File: src/ofc_pkg.sv
////////////////////////////////////////
// shared widths, field positions and constants
// typedefs for word, byte, tag, pad and counter
// enums for the transmit FSM and the byte select
////////////////////////////////////////

package ofc_pkg;

    // packet word
    localparam int WORD_W         = 128;
    localparam int BYTES_PER_WORD = 16;

    typedef logic [WORD_W-1:0] word_t;
    typedef logic [7:0]        byte_t;
    typedef logic [3:0]        pad_t;    // invalid trailing bytes of a last word
    typedef logic [3:0]        cnt_t;    // shared timer value

    // destination-address field, overwritten by the tsn tag
    localparam int TAG_MSB = 127;
    localparam int TAG_LSB = 80;

    typedef logic [TAG_MSB-TAG_LSB:0] tag_t;

    // ethertype field of the first word
    localparam int ETYPE_MSB = 31;
    localparam int ETYPE_LSB = 16;

    localparam logic [15:0] ETYPE_IPV4 = 16'h0800;
    localparam logic [15:0] ETYPE_TSN  = 16'h1800;

    ////////////////////////////////////////
    // line framing
    ////////////////////////////////////////
    localparam byte_t PREAMBLE_BYTE = 8'h55;
    localparam byte_t SFD_BYTE      = 8'hD5;
    localparam int    PREAMBLE_LEN  = 8;     // seven preamble bytes plus sfd
    localparam int    GAP_CYCLES    = 12;    // idle cycles between frames

    typedef enum logic [2:0] {
        ST_IDLE,
        ST_PREAMBLE,
        ST_PAYLOAD,
        ST_WAIT_WORD,
        ST_GAP
    } tx_state_t;

    typedef enum logic [1:0] {
        SEL_PREAMBLE,
        SEL_SFD,
        SEL_DATA
    } byte_sel_t;

endpackage
File: src/frame_tx_top.sv
////////////////////////////////////////
// frame transmit top level
// tag rewrite, word buffer, FSM, counter, serializer
////////////////////////////////////////

`timescale 1ns/10ps

module frame_tx_top (
    input  logic           i_clk,
    input  logic           i_rst_n,
    input  logic           i_desc_valid,
    input  ofc_pkg::tag_t  i_desc_tag,
    input  logic           i_word_valid,
    input  ofc_pkg::word_t i_word_data,
    input  logic           i_word_first,
    input  logic           i_word_last,
    input  ofc_pkg::pad_t  i_word_pad,
    output logic           o_word_ready,
    output logic           o_tx_en,
    output ofc_pkg::byte_t o_tx_data,
    output logic           o_tx_last
);

    import ofc_pkg::*;

    word_t     rw_data;     // word after the header rewrite
    logic      head_valid;
    word_t     head_data;
    logic      head_first;
    logic      head_last;
    pad_t      head_pad;
    logic      pop;
    logic      cnt_clear;
    logic      cnt_inc;
    cnt_t      count;
    logic      emit;
    byte_sel_t sel;
    logic      last;

    tag_rewriter u_tag_rewriter (
        .i_clk        (i_clk),
        .i_rst_n      (i_rst_n),
        .i_desc_valid (i_desc_valid),
        .i_desc_tag   (i_desc_tag),
        .i_word_valid (i_word_valid),
        .i_word_data  (i_word_data),
        .i_word_first (i_word_first),
        .o_word_data  (rw_data)
    );

    word_buffer u_word_buffer (
        .i_clk        (i_clk),
        .i_rst_n      (i_rst_n),
        .i_word_valid (i_word_valid),
        .i_word_data  (rw_data),
        .i_word_first (i_word_first),
        .i_word_last  (i_word_last),
        .i_word_pad   (i_word_pad),
        .i_pop        (pop),
        .o_word_ready (o_word_ready),
        .o_head_valid (head_valid),
        .o_head_data  (head_data),
        .o_head_first (head_first),
        .o_head_last  (head_last),
        .o_head_pad   (head_pad)
    );

    byte_counter u_byte_counter (
        .i_clk   (i_clk),
        .i_rst_n (i_rst_n),
        .i_clear (cnt_clear),
        .i_inc   (cnt_inc),
        .o_count (count)
    );

    tx_fsm u_tx_fsm (
        .i_clk        (i_clk),
        .i_rst_n      (i_rst_n),
        .i_head_valid (head_valid),
        .i_head_first (head_first),
        .i_head_last  (head_last),
        .i_head_pad   (head_pad),
        .i_count      (count),
        .o_pop        (pop),
        .o_cnt_clear  (cnt_clear),
        .o_cnt_inc    (cnt_inc),
        .o_emit       (emit),
        .o_sel        (sel),
        .o_last       (last)
    );

    byte_serializer u_byte_serializer (
        .i_clk       (i_clk),
        .i_rst_n     (i_rst_n),
        .i_emit      (emit),
        .i_sel       (sel),
        .i_last      (last),
        .i_head_data (head_data),
        .i_count     (count),
        .o_tx_en     (o_tx_en),
        .o_tx_data   (o_tx_data),
        .o_tx_last   (o_tx_last)
    );

endmodule

File: src/byte_serializer.sv
////////////////////////////////////////
// output byte select and GMII-style
// registered enable, data and last
////////////////////////////////////////

`timescale 1ns/10ps

module byte_serializer (
    input  logic               i_clk,
    input  logic               i_rst_n,
    input  logic               i_emit,
    input  ofc_pkg::byte_sel_t i_sel,
    input  logic               i_last,
    input  ofc_pkg::word_t     i_head_data,
    input  ofc_pkg::cnt_t      i_count,
    output logic               o_tx_en,
    output ofc_pkg::byte_t     o_tx_data,
    output logic               o_tx_last
);

    import ofc_pkg::*;

    cnt_t  byte_idx;    // msb first, byte 0 sits at the top of the word
    byte_t data_byte;
    byte_t next_byte;

    assign byte_idx  = cnt_t'(BYTES_PER_WORD - 1) - i_count;
    assign data_byte = i_head_data[byte_idx * $bits(byte_t) +: $bits(byte_t)];

    always_comb begin
        case (i_sel)
            SEL_PREAMBLE: next_byte = PREAMBLE_BYTE;
            SEL_SFD:      next_byte = SFD_BYTE;
            default:      next_byte = data_byte;
        endcase
    end

    ////////////////////////////////////////
    // output register
    ////////////////////////////////////////
    always_ff @(posedge i_clk or negedge i_rst_n) begin
        if (!i_rst_n) begin
            o_tx_en   <= 1'b0;
            o_tx_data <= '0;
            o_tx_last <= 1'b0;
        end else begin
            o_tx_en   <= i_emit;
            o_tx_last <= i_emit & i_last;
            if (i_emit) begin
                o_tx_data <= next_byte;     // held while idle
            end
        end
    end

endmodule

File: src/tx_fsm.sv
////////////////////////////////////////
// transmit FSM
// preamble, payload and gap sequencing
// word pops and counter control
////////////////////////////////////////

`timescale 1ns/10ps

module tx_fsm (
    input  logic               i_clk,
    input  logic               i_rst_n,
    input  logic               i_head_valid,
    input  logic               i_head_first,
    input  logic               i_head_last,
    input  ofc_pkg::pad_t      i_head_pad,
    input  ofc_pkg::cnt_t      i_count,
    output logic               o_pop,
    output logic               o_cnt_clear,
    output logic               o_cnt_inc,
    output logic               o_emit,
    output ofc_pkg::byte_sel_t o_sel,
    output logic               o_last
);

    import ofc_pkg::*;

    tx_state_t state_q;
    tx_state_t state_d;
    cnt_t      last_idx;    // index of the final valid byte in the head word
    logic      data_cycle;  // a payload byte goes out this cycle

    assign last_idx = i_head_last ? cnt_t'(BYTES_PER_WORD - 1) - i_head_pad
                                  : cnt_t'(BYTES_PER_WORD - 1);

    // word boundary state also sends byte 0 once the head fills
    assign data_cycle = (state_q == ST_PAYLOAD) ||
                        (state_q == ST_WAIT_WORD && i_head_valid);

    always_ff @(posedge i_clk or negedge i_rst_n) begin
        if (!i_rst_n) begin
            state_q <= ST_IDLE;
        end else begin
            state_q <= state_d;
        end
    end

    ////////////////////////////////////////
    // next state and outputs
    ////////////////////////////////////////
    always_comb begin
        state_d     = state_q;
        o_pop       = 1'b0;
        o_cnt_clear = 1'b0;
        o_cnt_inc   = 1'b0;
        o_emit      = 1'b0;
        o_sel       = SEL_DATA;
        o_last      = 1'b0;

        case (state_q)
            ST_IDLE: begin
                o_cnt_clear = 1'b1;
                if (i_head_valid && i_head_first) begin
                    state_d = ST_PREAMBLE;
                end
            end

            ST_PREAMBLE: begin
                o_emit = 1'b1;
                if (i_count == cnt_t'(PREAMBLE_LEN - 1)) begin
                    o_sel       = SEL_SFD;
                    o_cnt_clear = 1'b1;
                    state_d     = i_head_valid ? ST_PAYLOAD : ST_WAIT_WORD;
                end else begin
                    o_sel     = SEL_PREAMBLE;
                    o_cnt_inc = 1'b1;
                end
            end

            ST_PAYLOAD, ST_WAIT_WORD: begin
                if (data_cycle) begin
                    o_emit = 1'b1;
                    if (i_count == last_idx) begin
                        o_pop       = 1'b1;     // word done, release the entry
                        o_cnt_clear = 1'b1;
                        if (i_head_last) begin
                            o_last  = 1'b1;
                            state_d = ST_GAP;
                        end else begin
                            state_d = ST_WAIT_WORD;
                        end
                    end else begin
                        o_cnt_inc = 1'b1;
                        state_d   = ST_PAYLOAD;
                    end
                end
            end

            ST_GAP: begin
                // the idle cycle before the next preamble completes the gap
                if (i_count == cnt_t'(GAP_CYCLES - 2)) begin
                    o_cnt_clear = 1'b1;
                    state_d     = ST_IDLE;
                end else begin
                    o_cnt_inc = 1'b1;
                end
            end

            default: begin
                state_d = ST_IDLE;
            end
        endcase
    end

    // buffer must keep the word at the head until it is popped
    a_payload_has_head: assert property (
        @(posedge i_clk) disable iff (!i_rst_n)
        (state_q == ST_PAYLOAD) |-> i_head_valid
    );

endmodule

File: src/byte_counter.sv
////////////////////////////////////////
// shared timer for preamble, byte index and gap
////////////////////////////////////////

`timescale 1ns/10ps

module byte_counter (
    input  logic          i_clk,
    input  logic          i_rst_n,
    input  logic          i_clear,
    input  logic          i_inc,
    output ofc_pkg::cnt_t o_count
);

    // clear wins over increment
    always_ff @(posedge i_clk or negedge i_rst_n) begin
        if (!i_rst_n) begin
            o_count <= '0;
        end else if (i_clear) begin
            o_count <= '0;
        end else if (i_inc) begin
            o_count <= o_count + 1'b1;
        end
    end

endmodule

File: src/word_buffer.sv
////////////////////////////////////////
// two-entry ping-pong word store
// valid/ready write side, pop from the reader
////////////////////////////////////////

`timescale 1ns/10ps

module word_buffer (
    input  logic           i_clk,
    input  logic           i_rst_n,
    input  logic           i_word_valid,
    input  ofc_pkg::word_t i_word_data,
    input  logic           i_word_first,
    input  logic           i_word_last,
    input  ofc_pkg::pad_t  i_word_pad,
    input  logic           i_pop,
    output logic           o_word_ready,
    output logic           o_head_valid,
    output ofc_pkg::word_t o_head_data,
    output logic           o_head_first,
    output logic           o_head_last,
    output ofc_pkg::pad_t  o_head_pad
);

    import ofc_pkg::*;

    word_t      data_q [2];
    pad_t       pad_q  [2];
    logic [1:0] first_q;
    logic [1:0] last_q;
    logic [1:0] vld_q;      // entry occupied
    logic       wr_ptr;     // next entry to fill
    logic       rd_ptr;     // entry presented at the head
    logic       wr_en;

    assign o_word_ready = ~(vld_q[0] & vld_q[1]);
    assign wr_en        = i_word_valid & o_word_ready;

    ////////////////////////////////////////
    // occupancy and pointers
    ////////////////////////////////////////
    always_ff @(posedge i_clk or negedge i_rst_n) begin
        if (!i_rst_n) begin
            vld_q  <= '0;
            wr_ptr <= 1'b0;
            rd_ptr <= 1'b0;
        end else begin
            // write and pop always hit different entries
            if (wr_en) begin
                vld_q[wr_ptr] <= 1'b1;
                wr_ptr        <= ~wr_ptr;
            end
            if (i_pop) begin
                vld_q[rd_ptr] <= 1'b0;
                rd_ptr        <= ~rd_ptr;
            end
        end
    end

    // payload storage
    always_ff @(posedge i_clk) begin
        if (wr_en) begin
            data_q[wr_ptr]  <= i_word_data;
            pad_q[wr_ptr]   <= i_word_pad;
            first_q[wr_ptr] <= i_word_first;
            last_q[wr_ptr]  <= i_word_last;
        end
    end

    assign o_head_valid = vld_q[rd_ptr];
    assign o_head_data  = data_q[rd_ptr];
    assign o_head_first = first_q[rd_ptr];
    assign o_head_last  = last_q[rd_ptr];
    assign o_head_pad   = pad_q[rd_ptr];

    // the reader releases only what it has been shown
    a_pop_needs_head: assert property (
        @(posedge i_clk) disable iff (!i_rst_n)
        i_pop |-> o_head_valid
    );

    // an accepted word never lands on an occupied entry
    a_write_to_free: assert property (
        @(posedge i_clk) disable iff (!i_rst_n)
        wr_en |-> !vld_q[wr_ptr]
    );

endmodule

File: src/tag_rewriter.sv
////////////////////////////////////////
// descriptor tag cache
// first-word address and ethertype rewrite
////////////////////////////////////////

`timescale 1ns/10ps

module tag_rewriter (
    input  logic           i_clk,
    input  logic           i_rst_n,
    input  logic           i_desc_valid,
    input  ofc_pkg::tag_t  i_desc_tag,
    input  logic           i_word_valid,
    input  ofc_pkg::word_t i_word_data,
    input  logic           i_word_first,
    output ofc_pkg::word_t o_word_data
);

    import ofc_pkg::*;

    tag_t tag_q;        // last tag seen on the descriptor strobe
    logic addr_differs;
    logic is_ipv4;

    // descriptor strobe has no handshake, capture every time
    always_ff @(posedge i_clk or negedge i_rst_n) begin
        if (!i_rst_n) begin
            tag_q <= '0;
        end else if (i_desc_valid) begin
            tag_q <= i_desc_tag;
        end
    end

    assign addr_differs = (i_word_data[TAG_MSB:TAG_LSB] != tag_q);
    assign is_ipv4      = (i_word_data[ETYPE_MSB:ETYPE_LSB] == ETYPE_IPV4);

    // only the first word of a frame carries the header fields
    always_comb begin
        o_word_data = i_word_data;
        if (i_word_valid && i_word_first) begin
            o_word_data[TAG_MSB:TAG_LSB] = tag_q;
            if (addr_differs && is_ipv4) begin
                o_word_data[ETYPE_MSB:ETYPE_LSB] = ETYPE_TSN;   // mark as tsn frame
            end
        end
    end

endmodule

File: config.mk
export PLATFORM = sky130hd
export DESIGN_NAME = frame_tx_top
export DESIGN_NICKNAME = d
export VERILOG_FILES = /design/src/ofc_pkg.sv /design/src/frame_tx_top.sv /design/src/byte_serializer.sv /design/src/tx_fsm.sv /design/src/byte_counter.sv /design/src/word_buffer.sv /design/src/tag_rewriter.sv
export SDC_FILE = /design/constraint.sdc
export NUM_CORES = 1
export LEC_CHECK = 0
export ABC_AREA = 1
export BUFFER_PORTS_ARGS = -buffer_cell sky130_fd_sc_hd__buf_2
export CORE_ASPECT_RATIO = 0.75
export CORE_MARGIN = 8
export CORE_UTILIZATION = 50
export DETAILED_ROUTE_END_ITERATION = 10
export GPL_TIMING_DRIVEN = 0
export PLACE_DENSITY = 0.8
export SYNTH_ARGS = -nofsm -noshare
export SYNTH_HDL_FRONTEND = slang
export SYNTH_SLANG_ARGS = --single-unit
File: constraint.sdc
create_clock -name i_clk -period 7.7 [get_ports i_clk]
set_input_delay 0.385 -clock i_clk [delete_from_list [all_inputs] [get_ports i_clk]]
set_output_delay 0.385 -clock i_clk [all_outputs]
set_load 0.01 [all_outputs]
==> results.py <==
metrics = {
    "synth": {
        "synthTopCellsByCount": "sky130_fd_sc_hd__nand2_1, sky130_fd_sc_hd__edfxtp_1, sky130_fd_sc_hd__o21ai_0",
        "syn_avg_cell_area_sq_um": 10.3,
        "yosys.area_share.xor_xnor_pct": 2.02,
        "compound_cell_area_share_of_the_yosys_netlist_pct": 9.16,
        "synth_largest_area_cell": "sky130_fd_sc_hd__edfxtp_1",
        "synth_enable_flop_cells": 268,
        "synth-async-reset-ratio_pct": 20.5,
        "synth.top_cell.area_share_pct": 54.6,
        "syn_inst": 1429,
        "synthAdderAreaFrac_pct": 0.170,
        "main_combinational_cell_family_by_area_after_synthesis": "simple AND/OR/NAND/NOR gates",
        "synth_flop_cell": "sky130_fd_sc_hd__edfxtp_1",
        "synth.cell_area_sq_mm": 0.0148,
        "synth.most_common_cell": "sky130_fd_sc_hd__nand2_1",
        "post_synthesis_sequential_element_count": 337,
        "synth_seq_area_share_pct": 66.3,
        "yosys_warnings": 0,
        "yosysUniqueCellTypes": 36,
        "synth-simple-area-share_pct": 17.4,
        "synth_top_cells_by_area": "sky130_fd_sc_hd__edfxtp_1, sky130_fd_sc_hd__dfrtp_1, sky130_fd_sc_hd__nand2_1",
        "synth_fp_nets": 1617,
        "synthMuxAreaShare_pct": 0.204,
    },
    "route": {
        "drt-wirelength-per-cell_microns": 20.7,
        "detail_route.wirelength_microns": 43300,
        "detail_route.iter0.violations": 1287,
        "dr_total_vias": 11700,
        "remaining_drc_errors": 0,
        "met1_routed_wirelength_after_detailed_routing_microns": 16700,
        "detailroute.wirelength.met2_microns": 19900,
        "routed.top_layer": "met5",
        "met3_wirelength_microns": 5640,
        "viasPerCell": 5.59,
        "drt-pass1-iter-count": 5,
        "drtAntennaViolNets": 0,
    },
    "global_routing": {
        "number_of_global_route_vias_before_repair": 11600,
        "grt_max_degree": 57,
        "grt_antenna_before_repair": 10,
        "groute.usage.overall_pct": 23.8,
        "grt_pass1_wl_microns": 64400,
        "gr-total-overflow": 0,
    },
    "final_layout": {
        "finalInstanceArea_sq_mm": 0.0175,
        "layout.cells.non_filler": 2090,
        "fill_cells": 2341,
        "area_growth_syn_to_layout_pct": 18.9,
        "net_total_in_the_final_layout": 1858,
        "final_layout_size_suffix_gt1_share_pct": 18.9,
    },
    "sta": {
        "rsz_0062_raised_after_global_routing": "no",
        "finalSetupViolCount": 0,
        "clock.fmax_mhz": 383,
        "drv_slew": 0,
        "fin_worst_skew_ps": 22.6,
        "final.setup.tns_ps": 0,
        "min_period_ps": 2610,
        "layout_setup_ws_ps": 5090,
        "finalCritPeriodShare_pct": 33.9,
        "slew-limit-headroom_pct": 46.8,
        "timing_worst_slew_pin_value_ps": 798,
        "report.final.hold_viol_count": 0,
    },
    "floorplan": {
        "floorplan.initialDensity_pct": 50.8,
        "design.die.area_sq_mm": 0.0353,
        "core_region_area_sq_mm": 0.0291,
        "die-width_microns": 214,
        "row_count": 54,
        "ios": 197,
        "die_h_microns": 165,
    },
    "min_path": {
        "hold_path_class": "in2reg",
    },
    "setup_path": {
        "timing.setup.critical_path_class": "reg2reg",
        "slowest_cell_on_crit_path": "sky130_fd_sc_hd__dfrtp_1",
        "worstPathRequired_ps": 8150,
        "timing.critical_path.fanout_max": 10,
        "worst_setup_path_start_kind": "flip-flop",
        "critical_path_arrival_ps": 3060,
        "slowest_delay_ps": 390,
        "path_buf_inv": 4,
        "timing.critical_path.max_delay_family": "buffers and inverters",
        "critPathCaptureType": "flip-flop",
        "cp_cell_sequence": "buf_2 -> inv_2 -> buf_2 -> buf_2 -> ha_1 -> nand3_1 -> nand2_1 -> nor2_1 -> a21oi_1 -> nand2_2 -> nor2_4 -> nand2_1 -> nand2_1",
    },
    "placement": {
        "buffer_ports.inserted": 195,
        "place_inst": 2025,
        "gpl.final_weighted_congestion": 0.870,
        "place_worst_setup_slack_ps": 5210,
        "dpl_cell_area_sq_mm": 0.0164,
        "post-dp-hpwl_microns": 31600,
    },
    "clock_tree": {
        "cts_root_buf": "sky130_fd_sc_hd__clkbuf_16",
        "clock_tree.htree_level_count": 2,
        "worst_setup_hold_path_clk_slew_ps": 60,
        "clockBufferDepth": 3,
        "cts_post_setup_buffers_inserted": 0,
        "tritoncts_clock_tree": "done",
        "worst_skew_pair.late_latency_ps": 520,
        "clock_sinks": 337,
        "cts_inserted_buffers": 34,
    },
    "pwr": {
        "power_mw": 5.74,
        "cellPowerDensity_mw_per_mm2": 327,
        "power_leakage_nw": 7.09,
        "vdd.ir_drop.worst_mv": 0.169,
    },
    "outcome": {
        "outcome": "complete, no violations",
    },
    "run": {
        "cap_violations": 0,
    },
}
logic make-up (layout without fill, tap and decap cells):
| kind of cell | count (synthesis) | count (layout) |
|---|---|---|
| simple gates | 628 | 628 |
| flops | 337 | 337 |
| compound gates | 258 | 258 |
| buf+inv | 167 | 433 |
| xor+xnor | 34 | 34 |
| mux | 3 | 3 |
| fa+ha+maj | 2 | 2 |
| other cells | 0 | 3 |
layout make-up:
class,count,area (sq um),area share (%)
Timing Repair Buffer,205,1180,6.75
Clock inverter,15,144,0.820
Clock buffer,46,947,5.40
Multi-Input combinational cell,925,4290,24.5
Tap cell,392,490,2.80
Buffer,83,387,2.20
Antenna cell,3,7.51,0.0428
Inverter,84,315,1.80
Sequential cell,337,9770,55.7
through the flow:
step	utilization (%)	hold WS, ps
floorplan	-	89.4
global placement	55.8	463
detailed placement	56.6	255
CTS	60.3	45.4
global route	60.4	47.0
finish	60.4	57.1
final timing paths:
check                                                    start                        endpoint  slack, ps  cells after the start
worst max register to register       u_byte_counter.o_count[0]       u_byte_counter.o_count[3]       5090                     13
worst min register to register  u_byte_serializer.o_tx_data[5]  u_byte_serializer.o_tx_data[5]        480                      2
max in group asynchronous                              i_rst_n        u_tag_rewriter.tag_q[40]       6850                      3
worst max-delay path                 u_byte_counter.o_count[0]       u_byte_counter.o_count[3]       5090                     13
min in group asynchronous                              i_rst_n            u_word_buffer.rd_ptr        270                      2
worst min-delay path                           i_word_data[72]     u_word_buffer.data_q[0][72]         60                      1
power by group:
group	internal (mW)	switching, mW
logic	0.512	1.22
registers	2.30	0.0969
clock network	0.937	0.678
registers in the layout, summed over array words and instances (netlist names):
name and count:
u_byte_counter.o_count 4, u_byte_serializer.o_tx_data 8, u_byte_serializer.o_tx_en 1, u_byte_serializer.o_tx_last 1, u_tag_rewriter.tag_q 48, u_tx_fsm.state_q 3, u_word_buffer.data_q 256, u_word_buffer.first_q 2
u_word_buffer.last_q 2, u_word_buffer.pad_q 8, u_word_buffer.rd_ptr 1, u_word_buffer.vld_q 2, u_word_buffer.wr_ptr 1
metal layers:
metal	vias up	GRT usage (%)
met1	5523	30.8
met5	-	0
li1	5320	-
met2	729	38.1
met3	94	7.70
met4	14	7.21
what timing repair did:
action                    4_1_cts  5_1_grt
hold buffers                    1        0
resized for setup               0        0
hold endpoints to repair       13        0
cells in the final DEF (no fill, tap or decap), types with 11 or more instances in the layout:
master	count
sky130_fd_sc_hd__clkbuf_1	52
sky130_fd_sc_hd__inv_1	77
sky130_fd_sc_hd__xnor2_1	23
sky130_fd_sc_hd__nor2_1	197
sky130_fd_sc_hd__clkbuf_16	35
sky130_fd_sc_hd__o211ai_1	16
sky130_fd_sc_hd__nand2_1	312
sky130_fd_sc_hd__nand3_1	70
sky130_fd_sc_hd__dfrtp_1	69
sky130_fd_sc_hd__o21ai_0	212
sky130_fd_sc_hd__xor2_1	11
sky130_fd_sc_hd__edfxtp_1	268
sky130_fd_sc_hd__buf_2	215
sky130_fd_sc_hd__a21oi_1	18
sky130_fd_sc_hd__or2_2	20
Note: power is estimated with default switching activity, not from simulation.
